$ cat config.mk
export PLATFORM = sky130hd
export DESIGN_NAME = line_hash_top
export DESIGN_NICKNAME = d
export VERILOG_FILES = /design/src/hw/line_pkg.sv /design/src/hw/line_ifs.sv /design/src/hw/line_hash_top.sv /design/src/hw/line_wb_regs.sv /design/src/hw/line_hash_lane.sv /design/src/hw/line_gen.sv
export SDC_FILE = /design/constraint.sdc
export NUM_CORES = 2
export LEC_CHECK = 0
export ABC_AREA = 1
export BUFFER_PORTS_ARGS = -buffer_cell sky130_fd_sc_hd__buf_2
export CAP_MARGIN = 30
export CORE_UTILIZATION = 40
export DETAILED_ROUTE_END_ITERATION = 8
export PLACE_DENSITY = 0.62
export SETUP_SLACK_MARGIN = 0.02
export SYNTH_ARGS = -nofsm -noshare
export SYNTH_HDL_FRONTEND = slang
export SYNTH_SLANG_ARGS = --single-unit
$ cat constraint.sdc
create_clock -name clk -period 8.9 [get_ports clk]
set_input_delay 0.445 -clock clk [delete_from_list [all_inputs] [get_ports clk]]
set_output_delay 0.445 -clock clk [all_outputs]
set_load 0.01 [all_outputs]
$ cat src/hw/line_pkg.sv
/*
 * Line hash shared definitions
 *
 * Line and lane geometry, the fixed init pattern of the generator,
 * the bucket start value and the Wishbone register map. Also holds
 * the 64-bit rotate used to derive each line from the seed.
 */

package line_pkg;

    // Full line carried on the stream, split into two equal lanes
    localparam int LINE_WIDTH = 256;
    localparam int LANE_WIDTH = LINE_WIDTH / 2;

    // Each lane folds its half into this many 32-bit buckets
    localparam int LANE_BUCKETS = LANE_WIDTH / 32;

    // Four 64-bit init words, word 0 in the low bits
    localparam logic [LINE_WIDTH-1:0] LINE_INIT = {
        64'h33b23fb3ab3c4277,
        64'h8519a51b2767a2fa,
        64'h54de0dc97b564cbf,
        64'h860761722b164a00
    };

    // Every bucket restarts from this value on the first line of a run
    localparam logic [31:0] HASH32_INIT = 32'h9e3779b9;

    // Line count register width, so a run holds up to 65535 lines
    localparam int COUNT_WIDTH = 16;

    // Word addresses of the register port
    localparam logic [2:0] REG_CTRL    = 3'd0;
    localparam logic [2:0] REG_SEED_LO = 3'd1;
    localparam logic [2:0] REG_SEED_HI = 3'd2;
    localparam logic [2:0] REG_COUNT   = 3'd3;
    localparam logic [2:0] REG_HASH_LO = 3'd4;
    localparam logic [2:0] REG_HASH_HI = 3'd5;

    // Rotate a 64-bit word left by r bits
    function automatic logic [63:0] rotl64(input logic [63:0] v, input int unsigned r);
        logic [127:0] t;
        t = {v, v} << (r % 64);
        return t[127:64];
    endfunction

endpackage
$ cat src/hw/line_ifs.sv
/*
 * Line hash interfaces
 *
 * line_ctl_if carries the run request from the register block to the
 * generator and the busy flag back. line_stream_if carries one line
 * per cycle from the generator to both hash lanes.
 */

`timescale 1ns/1ps

interface line_ctl_if import line_pkg::*; ();

    // One-cycle pulse that begins a run
    logic start;

    // Held stable by the register block while busy is high
    logic [63:0] seed;
    logic [COUNT_WIDTH-1:0] count;

    // High while the generator emits lines
    logic busy;

    modport regs (
        output start, seed, count,
        input  busy
    );

    modport gen (
        input  start, seed, count,
        output busy
    );

endinterface

interface line_stream_if import line_pkg::*; ();

    // No ready signal, a sink takes every beat
    logic valid;
    logic first;
    logic last;
    logic [LINE_WIDTH-1:0] data;

    modport src (
        output valid, first, last, data
    );

    modport snk (
        input  valid, first, last, data
    );

endinterface

$ cat src/hw/line_hash_top.sv
/*
 * Line hash top level
 *
 * Wishbone register block, seeded line generator and two hash lanes.
 * The generator feeds one stream to both lanes; each lane hashes its
 * own half and reports back to the register block.
 */

`timescale 1ns/1ps

module line_hash_top
(
    input  logic clk,
    input  logic reset_n,
    input  logic wb_cyc,
    input  logic wb_stb,
    input  logic wb_we,
    input  logic [2:0] wb_adr,
    input  logic [31:0] wb_dat_w,
    output logic [31:0] wb_dat_r,
    output logic wb_ack
);

    // Lane results back to the register block
    logic [31:0] lo_hash;
    logic [31:0] hi_hash;
    logic lo_done;
    logic hi_done;

    line_ctl_if ctl ();
    line_stream_if line ();

    line_wb_regs u_regs (
        .clk      (clk),
        .reset_n  (reset_n),
        .wb_cyc   (wb_cyc),
        .wb_stb   (wb_stb),
        .wb_we    (wb_we),
        .wb_adr   (wb_adr),
        .wb_dat_w (wb_dat_w),
        .wb_dat_r (wb_dat_r),
        .wb_ack   (wb_ack),
        .ctl      (ctl.regs),
        .lo_hash  (lo_hash),
        .hi_hash  (hi_hash),
        .lo_done  (lo_done),
        .hi_done  (hi_done)
    );

    line_gen u_gen (
        .clk     (clk),
        .reset_n (reset_n),
        .ctl     (ctl.gen),
        .line    (line.src)
    );

    // Low half of each line
    line_hash_lane #(.LANE_INDEX(0)) lane_lo (
        .clk     (clk),
        .reset_n (reset_n),
        .line    (line.snk),
        .hash    (lo_hash),
        .done    (lo_done)
    );

    // High half of each line
    line_hash_lane #(.LANE_INDEX(1)) lane_hi (
        .clk     (clk),
        .reset_n (reset_n),
        .line    (line.snk),
        .hash    (hi_hash),
        .done    (hi_done)
    );

endmodule

$ cat src/hw/line_wb_regs.sv
/*
 * Wishbone classic register block
 *
 * Holds seed, line count and the combined 64-bit hash, issues the
 * start pulse to the generator and keeps a sticky done bit. Only
 * single classic cycles are supported; ack follows the request by
 * one cycle and lasts one cycle.
 */

`timescale 1ns/1ps

module line_wb_regs import line_pkg::*;
(
    input  logic clk,
    input  logic reset_n,
    input  logic wb_cyc,
    input  logic wb_stb,
    input  logic wb_we,
    input  logic [2:0] wb_adr,
    input  logic [31:0] wb_dat_w,
    output logic [31:0] wb_dat_r,
    output logic wb_ack,
    line_ctl_if.regs ctl,
    input  logic [31:0] lo_hash,
    input  logic [31:0] hi_hash,
    input  logic lo_done,
    input  logic hi_done
);

    logic [31:0] seed_lo;
    logic [31:0] seed_hi;
    logic [COUNT_WIDTH-1:0] count_q;
    logic [63:0] hash_q;
    logic done_q;
    logic start_q;
    logic req;
    logic wr_fire;
    logic run_lock;
    logic [31:0] rd_data;

    // A new request is one not yet acknowledged
    assign req = wb_cyc & wb_stb & ~wb_ack;

    // Writes take effect in the ack cycle, while the master still holds them
    assign wr_fire = wb_cyc & wb_stb & wb_we & wb_ack;

    // Seed and count stay frozen from the start pulse to the end of the run
    assign run_lock = ctl.busy | start_q;

    always_ff @(posedge clk)
    begin
        if (!reset_n)
            wb_ack <= 1'b0;
        else
            wb_ack <= req;
    end

    // Read mux, status in CTRL and zero for unmapped words
    always_comb
    begin
        rd_data = '0;
        case (wb_adr)
            REG_CTRL:    rd_data = {30'd0, done_q, ctl.busy};
            REG_SEED_LO: rd_data = seed_lo;
            REG_SEED_HI: rd_data = seed_hi;
            REG_COUNT:   rd_data = {{(32 - COUNT_WIDTH){1'b0}}, count_q};
            REG_HASH_LO: rd_data = hash_q[31:0];
            REG_HASH_HI: rd_data = hash_q[63:32];
            default:     rd_data = '0;
        endcase
    end

    // Read data is sampled with the request so it is valid with ack
    always_ff @(posedge clk)
    begin
        if (req)
            wb_dat_r <= rd_data;
    end

    // Configuration writes, ignored while a run is pending or active
    always_ff @(posedge clk)
    begin
        if (!reset_n)
        begin
            seed_lo <= '0;
            seed_hi <= '0;
            count_q <= '0;
        end
        else if (wr_fire && !run_lock)
        begin
            case (wb_adr)
                REG_SEED_LO: seed_lo <= wb_dat_w;
                REG_SEED_HI: seed_hi <= wb_dat_w;
                REG_COUNT:   count_q <= wb_dat_w[COUNT_WIDTH-1:0];
                default:     ;
            endcase
        end
    end

    // Start needs an idle generator and a nonzero count
    always_ff @(posedge clk)
    begin
        if (!reset_n)
            start_q <= 1'b0;
        else
            start_q <= wr_fire && (wb_adr == REG_CTRL) && wb_dat_w[0]
                       && !run_lock && (count_q != '0);
    end

    // Both lanes finish on the same edge, their results form one hash
    // Starting a run clears the sticky done bit
    always_ff @(posedge clk)
    begin
        if (!reset_n)
        begin
            hash_q <= '0;
            done_q <= 1'b0;
        end
        else if (lo_done && hi_done)
        begin
            hash_q <= {hi_hash, lo_hash};
            done_q <= 1'b1;
        end
        else if (start_q)
        begin
            done_q <= 1'b0;
        end
    end

    assign ctl.start = start_q;
    assign ctl.seed  = {seed_hi, seed_lo};
    assign ctl.count = count_q;

endmodule

$ cat src/hw/line_hash_lane.sv
/*
 * Hash lane over half a line
 *
 * Registers its half of each incoming line, folds it into four 32-bit
 * buckets and reduces the buckets to one 32-bit value in two pipelined
 * XOR stages. done pulses with the final hash of a run.
 */

`timescale 1ns/1ps

module line_hash_lane import line_pkg::*;
#(
    // 0 hashes the low half of the line, 1 the high half
    parameter int LANE_INDEX = 0
)
(
    input  logic clk,
    input  logic reset_n,
    line_stream_if.snk line,
    output logic [31:0] hash,
    output logic done
);

    localparam int N_STAGE0 = LANE_BUCKETS / 2;

    // Input register stage
    logic in_valid;
    logic in_first;
    logic in_last;
    logic [LANE_WIDTH-1:0] in_half;

    // Bucket stage
    logic [LANE_BUCKETS-1:0][31:0] bucket;
    logic bkt_last;

    // Reduction stages
    logic [N_STAGE0-1:0][31:0] stage0;
    logic s0_last;
    logic [31:0] stage1;
    logic s1_last;

    // Input register for the valid, first and last flags of each beat
    always_ff @(posedge clk)
    begin
        if (!reset_n)
        begin
            in_valid <= 1'b0;
            in_first <= 1'b0;
            in_last  <= 1'b0;
        end
        else
        begin
            in_valid <= line.valid;
            in_first <= line.valid & line.first;
            in_last  <= line.valid & line.last;
        end
    end

    always_ff @(posedge clk)
    begin
        in_half <= line.data[LANE_INDEX*LANE_WIDTH +: LANE_WIDTH];
    end

    // A first beat restarts every bucket from the init constant
    // Later beats rotate the old bucket one bit left before folding in
    always_ff @(posedge clk)
    begin
        if (in_valid)
        begin
            for (int b = 0; b < LANE_BUCKETS; b++)
            begin
                if (in_first)
                    bucket[b] <= HASH32_INIT ^ in_half[b*32 +: 32];
                else
                    bucket[b] <= {bucket[b][30:0], bucket[b][31]} ^ in_half[b*32 +: 32];
            end
        end
    end

    // First pairwise XOR stage
    always_ff @(posedge clk)
    begin
        for (int i = 0; i < N_STAGE0; i++)
        begin
            stage0[i] <= bucket[2*i] ^ bucket[2*i+1];
        end
    end

    // Second stage folds whatever is left into one word
    always_ff @(posedge clk)
    begin
        logic [31:0] acc;
        acc = '0;
        for (int i = 0; i < N_STAGE0; i++)
        begin
            acc = acc ^ stage0[i];
        end
        stage1 <= acc;
    end

    // The last flag follows the data through each stage
    always_ff @(posedge clk)
    begin
        if (!reset_n)
        begin
            bkt_last <= 1'b0;
            s0_last  <= 1'b0;
            s1_last  <= 1'b0;
        end
        else
        begin
            bkt_last <= in_last;
            s0_last  <= bkt_last;
            s1_last  <= s0_last;
        end
    end

    // Hash is the output of stage 1 and is final while done is high
    assign hash = stage1;
    assign done = s1_last;

endmodule

$ cat src/hw/line_gen.sv
/*
 * Seeded line generator
 *
 * On start it loads a line built from the init pattern and the seed,
 * then emits one line per cycle for the requested count. Each line
 * is derived from the previous one and the seed so that software can
 * rebuild the same sequence.
 */

`timescale 1ns/1ps

module line_gen import line_pkg::*;
(
    input  logic clk,
    input  logic reset_n,
    line_ctl_if.gen ctl,
    line_stream_if.src line
);

    logic beat_valid;
    logic beat_first;
    logic beat_last;
    logic [COUNT_WIDTH-1:0] remain;
    logic [LINE_WIDTH-1:0] line_q;

    // Word i is the init word XOR the seed rotated left by i bits
    function automatic logic [LINE_WIDTH-1:0] seed_line(input logic [63:0] s);
        logic [LINE_WIDTH-1:0] l;
        for (int i = 0; i < LINE_WIDTH / 64; i++)
        begin
            l[i*64 +: 64] = LINE_INIT[i*64 +: 64] ^ rotl64(s, i);
        end
        return l;
    endfunction

    // Each word rotates left by a byte and takes the seed in again
    function automatic logic [LINE_WIDTH-1:0] next_line(input logic [LINE_WIDTH-1:0] l,
                                                        input logic [63:0] s);
        logic [LINE_WIDTH-1:0] n;
        for (int i = 0; i < LINE_WIDTH / 64; i++)
        begin
            n[i*64 +: 64] = {l[i*64 +: 56], l[i*64+56 +: 8]} ^ rotl64(s, i);
        end
        return n;
    endfunction

    // Beat flags; remain counts the beats left including the current one
    always_ff @(posedge clk)
    begin
        if (!reset_n)
        begin
            beat_valid <= 1'b0;
            beat_first <= 1'b0;
            beat_last  <= 1'b0;
            remain     <= '0;
        end
        else if (ctl.start)
        begin
            beat_valid <= 1'b1;
            beat_first <= 1'b1;
            beat_last  <= (ctl.count == COUNT_WIDTH'(1));
            remain     <= ctl.count;
        end
        else if (beat_valid)
        begin
            beat_first <= 1'b0;
            remain     <= remain - 1'b1;
            if (remain == COUNT_WIDTH'(1))
            begin
                beat_valid <= 1'b0;
                beat_last  <= 1'b0;
            end
            else
            begin
                beat_last <= (remain == COUNT_WIDTH'(2));
            end
        end
    end

    // The payload is seeded on start and advanced on each beat
    always_ff @(posedge clk)
    begin
        if (ctl.start)
            line_q <= seed_line(ctl.seed);
        else if (beat_valid)
            line_q <= next_line(line_q, ctl.seed);
    end

    assign line.valid = beat_valid;
    assign line.first = beat_first;
    assign line.last  = beat_last;
    assign line.data  = line_q;

    // Busy covers exactly the beats of a run
    assign ctl.busy = beat_valid;

endmodule

== After elaboration in Yosys (flattened, before gate mapping) ==
Index checks and enable logic that the tools add are counted.
Storage, ports and cells
  output and inout bits: 33
  register bits: 1164
  word-level logic and storage cells: 118
  bits of input ports: 40
Operators by class
  add/sub/neg operators: 1
  multiplexer cells: 23
  reduce and logical (&&, ||, !) cells: 13
  equality and inequality tests: 8
  bitwise operators: 38
Operators with widths (number)
  $mux W256: 2
  $xor A32 B32 Y32: 14
  $mux W32: 8
  $xor A64 B64 Y64: 4
  $pmux W32 S6: 1
  $not A20 Y20: 8
  $not A36 Y36: 2
  $eq A16 B1 Y1 const B: 2
  $mux W16: 2
  $not A32 Y32: 1
  $not A23 Y23: 1
  $eq A16 B2 Y1 const B: 1
  $reduce_bool A16 Y1: 1
  $sub A16 B1 Y16 const B: 1
  $mux W1: 10
  $and A1 B1 Y1: 6
  $eq A3 B2 Y1 const B: 2
  $eq A3 B3 Y1 const B: 2
  $reduce_and A2 Y1: 3
  $logic_and A1 B1 Y1: 5
  $reduce_bool A2 Y1: 2
  $eq A3 B1 Y1 const B: 1
  $logic_not A3 Y1: 1
  $logic_not A1 Y1: 1
  other kinds (2): 2

== Logic depth before layout (Yosys ltp) ==
  depth in word-level cells: 7
  depth in mapped cells: 9
  depth with buffers taken out: 9

== Cells and area by module ==
A second synthesis with hierarchy kept.
Second synthesis, totals
  cell total of the unflattened synthesis: 4913
  area, all modules: 46093.0 µm²
Modules (own cells, without submodules)
  line_hash_lane: instances 2, seq. area each 8448.1 µm², area an instance 12807.3 µm², cells an instance 1343
  line_gen: instances 1, seq. area each 8067.7 µm², area an instance 12703.4 µm², cells an instance 1184
  line_wb_regs: instances 1, seq. area each 3903.7 µm², area an instance 7775.0 µm², cells an instance 1043

== Worst setup path before layout ==
Ideal clock, no wire load.
  kind: register -> register
  from: register lane_hi.in_valid
  to: register lane_hi.bucket[0] in the netlist's numbering (enable)
  cell stages (with the launch flop): 1
  path buffers: 0
  setup time: 0.642 ns
  arrival time: 5.885 ns
  path slack: 2.373 ns
  clock period less this slack: 6.527 ns
  cells stage by stage: dfxtp_1
RTL lines
  start, declared: RTL line line_hash_lane.sv:27  | logic in_valid;
  start signal, assigned: RTL line line_hash_lane.sv:53  | in_valid <= line.valid;
  end signal, assigned by index: RTL line line_hash_lane.sv:73  | bucket[b] <= HASH32_INIT ^ in_half[b*32 +: 32];
  end signal, assigned by index: RTL line line_hash_lane.sv:75  | bucket[b] <= {bucket[b][30:0], bucket[b][31]} ^ in_half[b*32 +: 32];
  end, declared: RTL line line_hash_lane.sv:33  | logic [LANE_BUCKETS-1:0][31:0] bucket;
No word-level cell between the ends.

== Worst setup path after layout ==
  from: register u_regs.start_q, in the netlist u_regs.ctl.start
  to: register u_gen.line_q[178], in the netlist u_gen.line.data[178] (enable)
Between the ends
  word-level cells in the longest chain between the ends: 1
RTL lines
  start, declared: RTL line line_wb_regs.sv:35  | logic start_q;
  start signal, assigned: RTL line line_wb_regs.sv:106  | start_q <= wr_fire && (wb_adr == REG_CTRL) && wb_dat_w[0]
  $reduce_bool A2 Y1 (no source line)
  end signal, assigned: RTL line line_gen.sv:84  | line_q <= seed_line(ctl.seed);
  end signal, assigned: RTL line line_gen.sv:86  | line_q <= next_line(line_q, ctl.seed);
  end, declared: RTL line line_gen.sv:24  | logic [LINE_WIDTH-1:0] line_q;
No other way between the ends.
A chain may end at the register's enable or synchronous reset.

==> impl_results.md <==
- Clk root buf: clkbuf_16
- Yosys reg bits: about 1200
- First-pass GRT wire length: 162000 microns
- Area grow syn2layout: 13.0%
- Number of buffers created by CTS: 109
- Data required time at the worst endpoint: 9200 ps
- Setup ws final: roughly 5700 ps
- CTS tree: built
- Final hold violation count: 0
- Tcrit/Tclk final: 35.5%
- Commonest non-fill, non-tap cell in the layout: dfxtp_1
- Hold-fix buffers at CTS: 1
- Relative slew slack: 34.9%
- Max-slew violations: 0
- Layout Utilization: 45.6%
- Core area: 104000 sq um
- P per Cell Area: 221 nW/um^2
- Die height: 325 microns
- DP Wirelength: 80200 microns
- Most frequent cells in the layout: dfxtp_1, edfxtp_1, o21ai_0
- YS warnings: 0
- Initial Util: 40.4%
- Sequential share of the synthesized area: between 60 and 70%
- Initial antenna violation count: 3
- Syn Nets: 3588
- RSZ-0062 raised after global routing: no
- GR Overflow Total: 0
- Die ar.: around 110000 sq um
- Leak: roughly 0.018 uW
- Mapped Area: 41800 sq um
- Crit path launch type: register
- Fin cells: 5090
- Layout cells sized above 1: 7.74%
- Crit path kind: reg -> reg
- Via count: 25300
- Pre-CTS setup slack: 5690 ps
- Final setup TNS: 0 ps
- Worst-path fanout max: approximately 120
- Routed WL per cell: 22.2 microns
- Via/cell ratio: 4.97
- Routed WL: ~110000 microns
- Nets: 3657
- Post-CTS Setup Bufs: 0
- Fin crit period: 3160 ps
- Post-CTS Resized: 0
- Std-Cell Rows: 118
- Run status: completed
- Clk slew on worst S/H paths: 60 ps
- Drt drc: 0
- Worst EP arrival: 3460 ps
- Worst Hold Class: in -> reg
- Post-synthesis cell count: 3545
- Yosys cell types: 35
- Worst-Margin Slew: 974 ps
- Peak supply drop: around 0.15 mV
- Peak Freq: 316 MHz
- Final setup vio count: 0
- Number of global-route vias before repair: 23700
- Worst-skew pair later-pin latency: roughly 690 ps
- Worst setup EP type: register
- Initial DRT Pass Iterations: 5
- CTS Sinks: 1164
- Clock skew: 28.2 ps
- Mapped Avg Cell Area: 11.8 sq um
- Dpl cells: 4882
- I/O pin cnt: 73
- Total track usage: 21.1%
- Clock Path Buffers: 3
- Die W: approximately 330 microns
- Pin count of the biggest net entering global routing: 132
- Gpl congestion: 0.875
- Max Cap Viol: 0
- Initial DRC count: 2746
- Number of routed nets with antenna violations: 0
- Port Buffers: slightly above 70
- H-tree levels: 3
## path summary, 6_finish.rpt
check	startpoint	to	slack, ps	depth (start not counted)
worst max register to register	u_regs.ctl.start	u_gen.line.data[178]	5740	3
worst max-delay path	u_regs.ctl.start	u_gen.line.data[178]	5740	3
worst min-delay path	wb_dat_w[28]	u_regs.seed_hi[28]	50	3
worst min register to register	u_gen.line.data[228]	lane_hi.in_half[100]	390	0
## metrics by stage
| stage | hold WS [ps] | total power (uW) | cell area (sq um) |
|---|---|---|---|
| global placement | 369 | 5770 | 43400 |
| detailed placement | 373 | 5770 | 43500 |
| finish | 51.6 | 10400 | 47300 |
| floorplan | 365 | 5710 | 41800 |
| global route | 45.1 | 10700 | 47300 |
| CTS | 18.2 | 10500 | 47300 |
## routing by layer
layer,routed length [microns],global-route usage [%],up-vias
met2,49900,32.0,941
met4,3030,5.91,0
met3,8200,3.40,146
met5,0,0,-
met1,51900,31.1,12300
li1,-,-,11900
## synth_stat cells (all sizes together)
master | number | area, sq um
edfxtp | 544 | 16300
dfxtp | 620 | 12400
a21oi | 151 | 756
a21boi | 11 | 82.6
ha | 3 | 37.5
xnor2 | 284 | 2490
a31oi | 4 | 25.0
o2111ai | 3 | 26.3
nor3 | 4 | 20.0
buf | 68 | 389
o22ai | 2 | 12.5
o21a | 1 | 7.51
a22oi | 15 | 113
o211ai | 5 | 37.5
o21ai | 451 | 2260
o31ai | 1 | 7.51
a211oi | 1 | 7.51
xor2 | 289 | 2530
nand3 | 89 | 475
inv | 252 | 946
clkinv | 3 | 11.3
clkbuf | 67 | 251
nor2 | 294 | 1160
nand4 | 1 | 6.26
nor4 | 1 | 6.26
nand2 | 381 | 1430
## kinds of logic (layout without fill, tap and decap cells)
kind of cell             count (synthesis)  in the layout  share of synthesized area, %
flip-flops                            1164           1164                          68.7
AND/OR/NAND/NOR                        770            770                          7.41
AO/OA/AOI/OAI                          645            645                          7.97
XOR/XNOR                               573            573                          12.0
buffers and inverters                  390            552                          3.82
adder cells (fa/ha/maj)                  3              3                        0.0897
other                                    0              3                             0
## worst max-delay path, stage by stage (launching register included)
cell	delay, ps
dfxtp_4	820
nor2_8	180
inv_8	650
buf_4	850
## registers in the layout, summed over array words and instances (netlist names), 64 cells and up
register and cells:
lane_hi.in_half 128, lane_lo.stage0 64, lane_lo.bucket 128, lane_hi.bucket 128
u_gen.line.data 256, lane_hi.stage0 64, lane_lo.in_half 128, u_regs.hash_q 64
## area by class of cell
type	instances	area (sq um)
Timing Repair Buffer	93	593
Inverter	255	967
Clock buffer	161	3330
Multi-Input combinational cell	1991	11500
Fill cell	9392	56400
Clock inverter	43	392
Tap cell	1380	1730
Sequential cell	1164	28800
Antenna cell	3	7.51
## power by group
part	leakage (uW)	total, uW	switching (uW)	internal [uW]
Sequential	0.0101	5560	7.07	5550
Clock	0.00185	4770	2030	2750
Combinational	0.00603	88.9	68.9	20.1
Total	0.0180	10400	2100	8320
No activity file was read; power rests on OpenSTA's default activity.
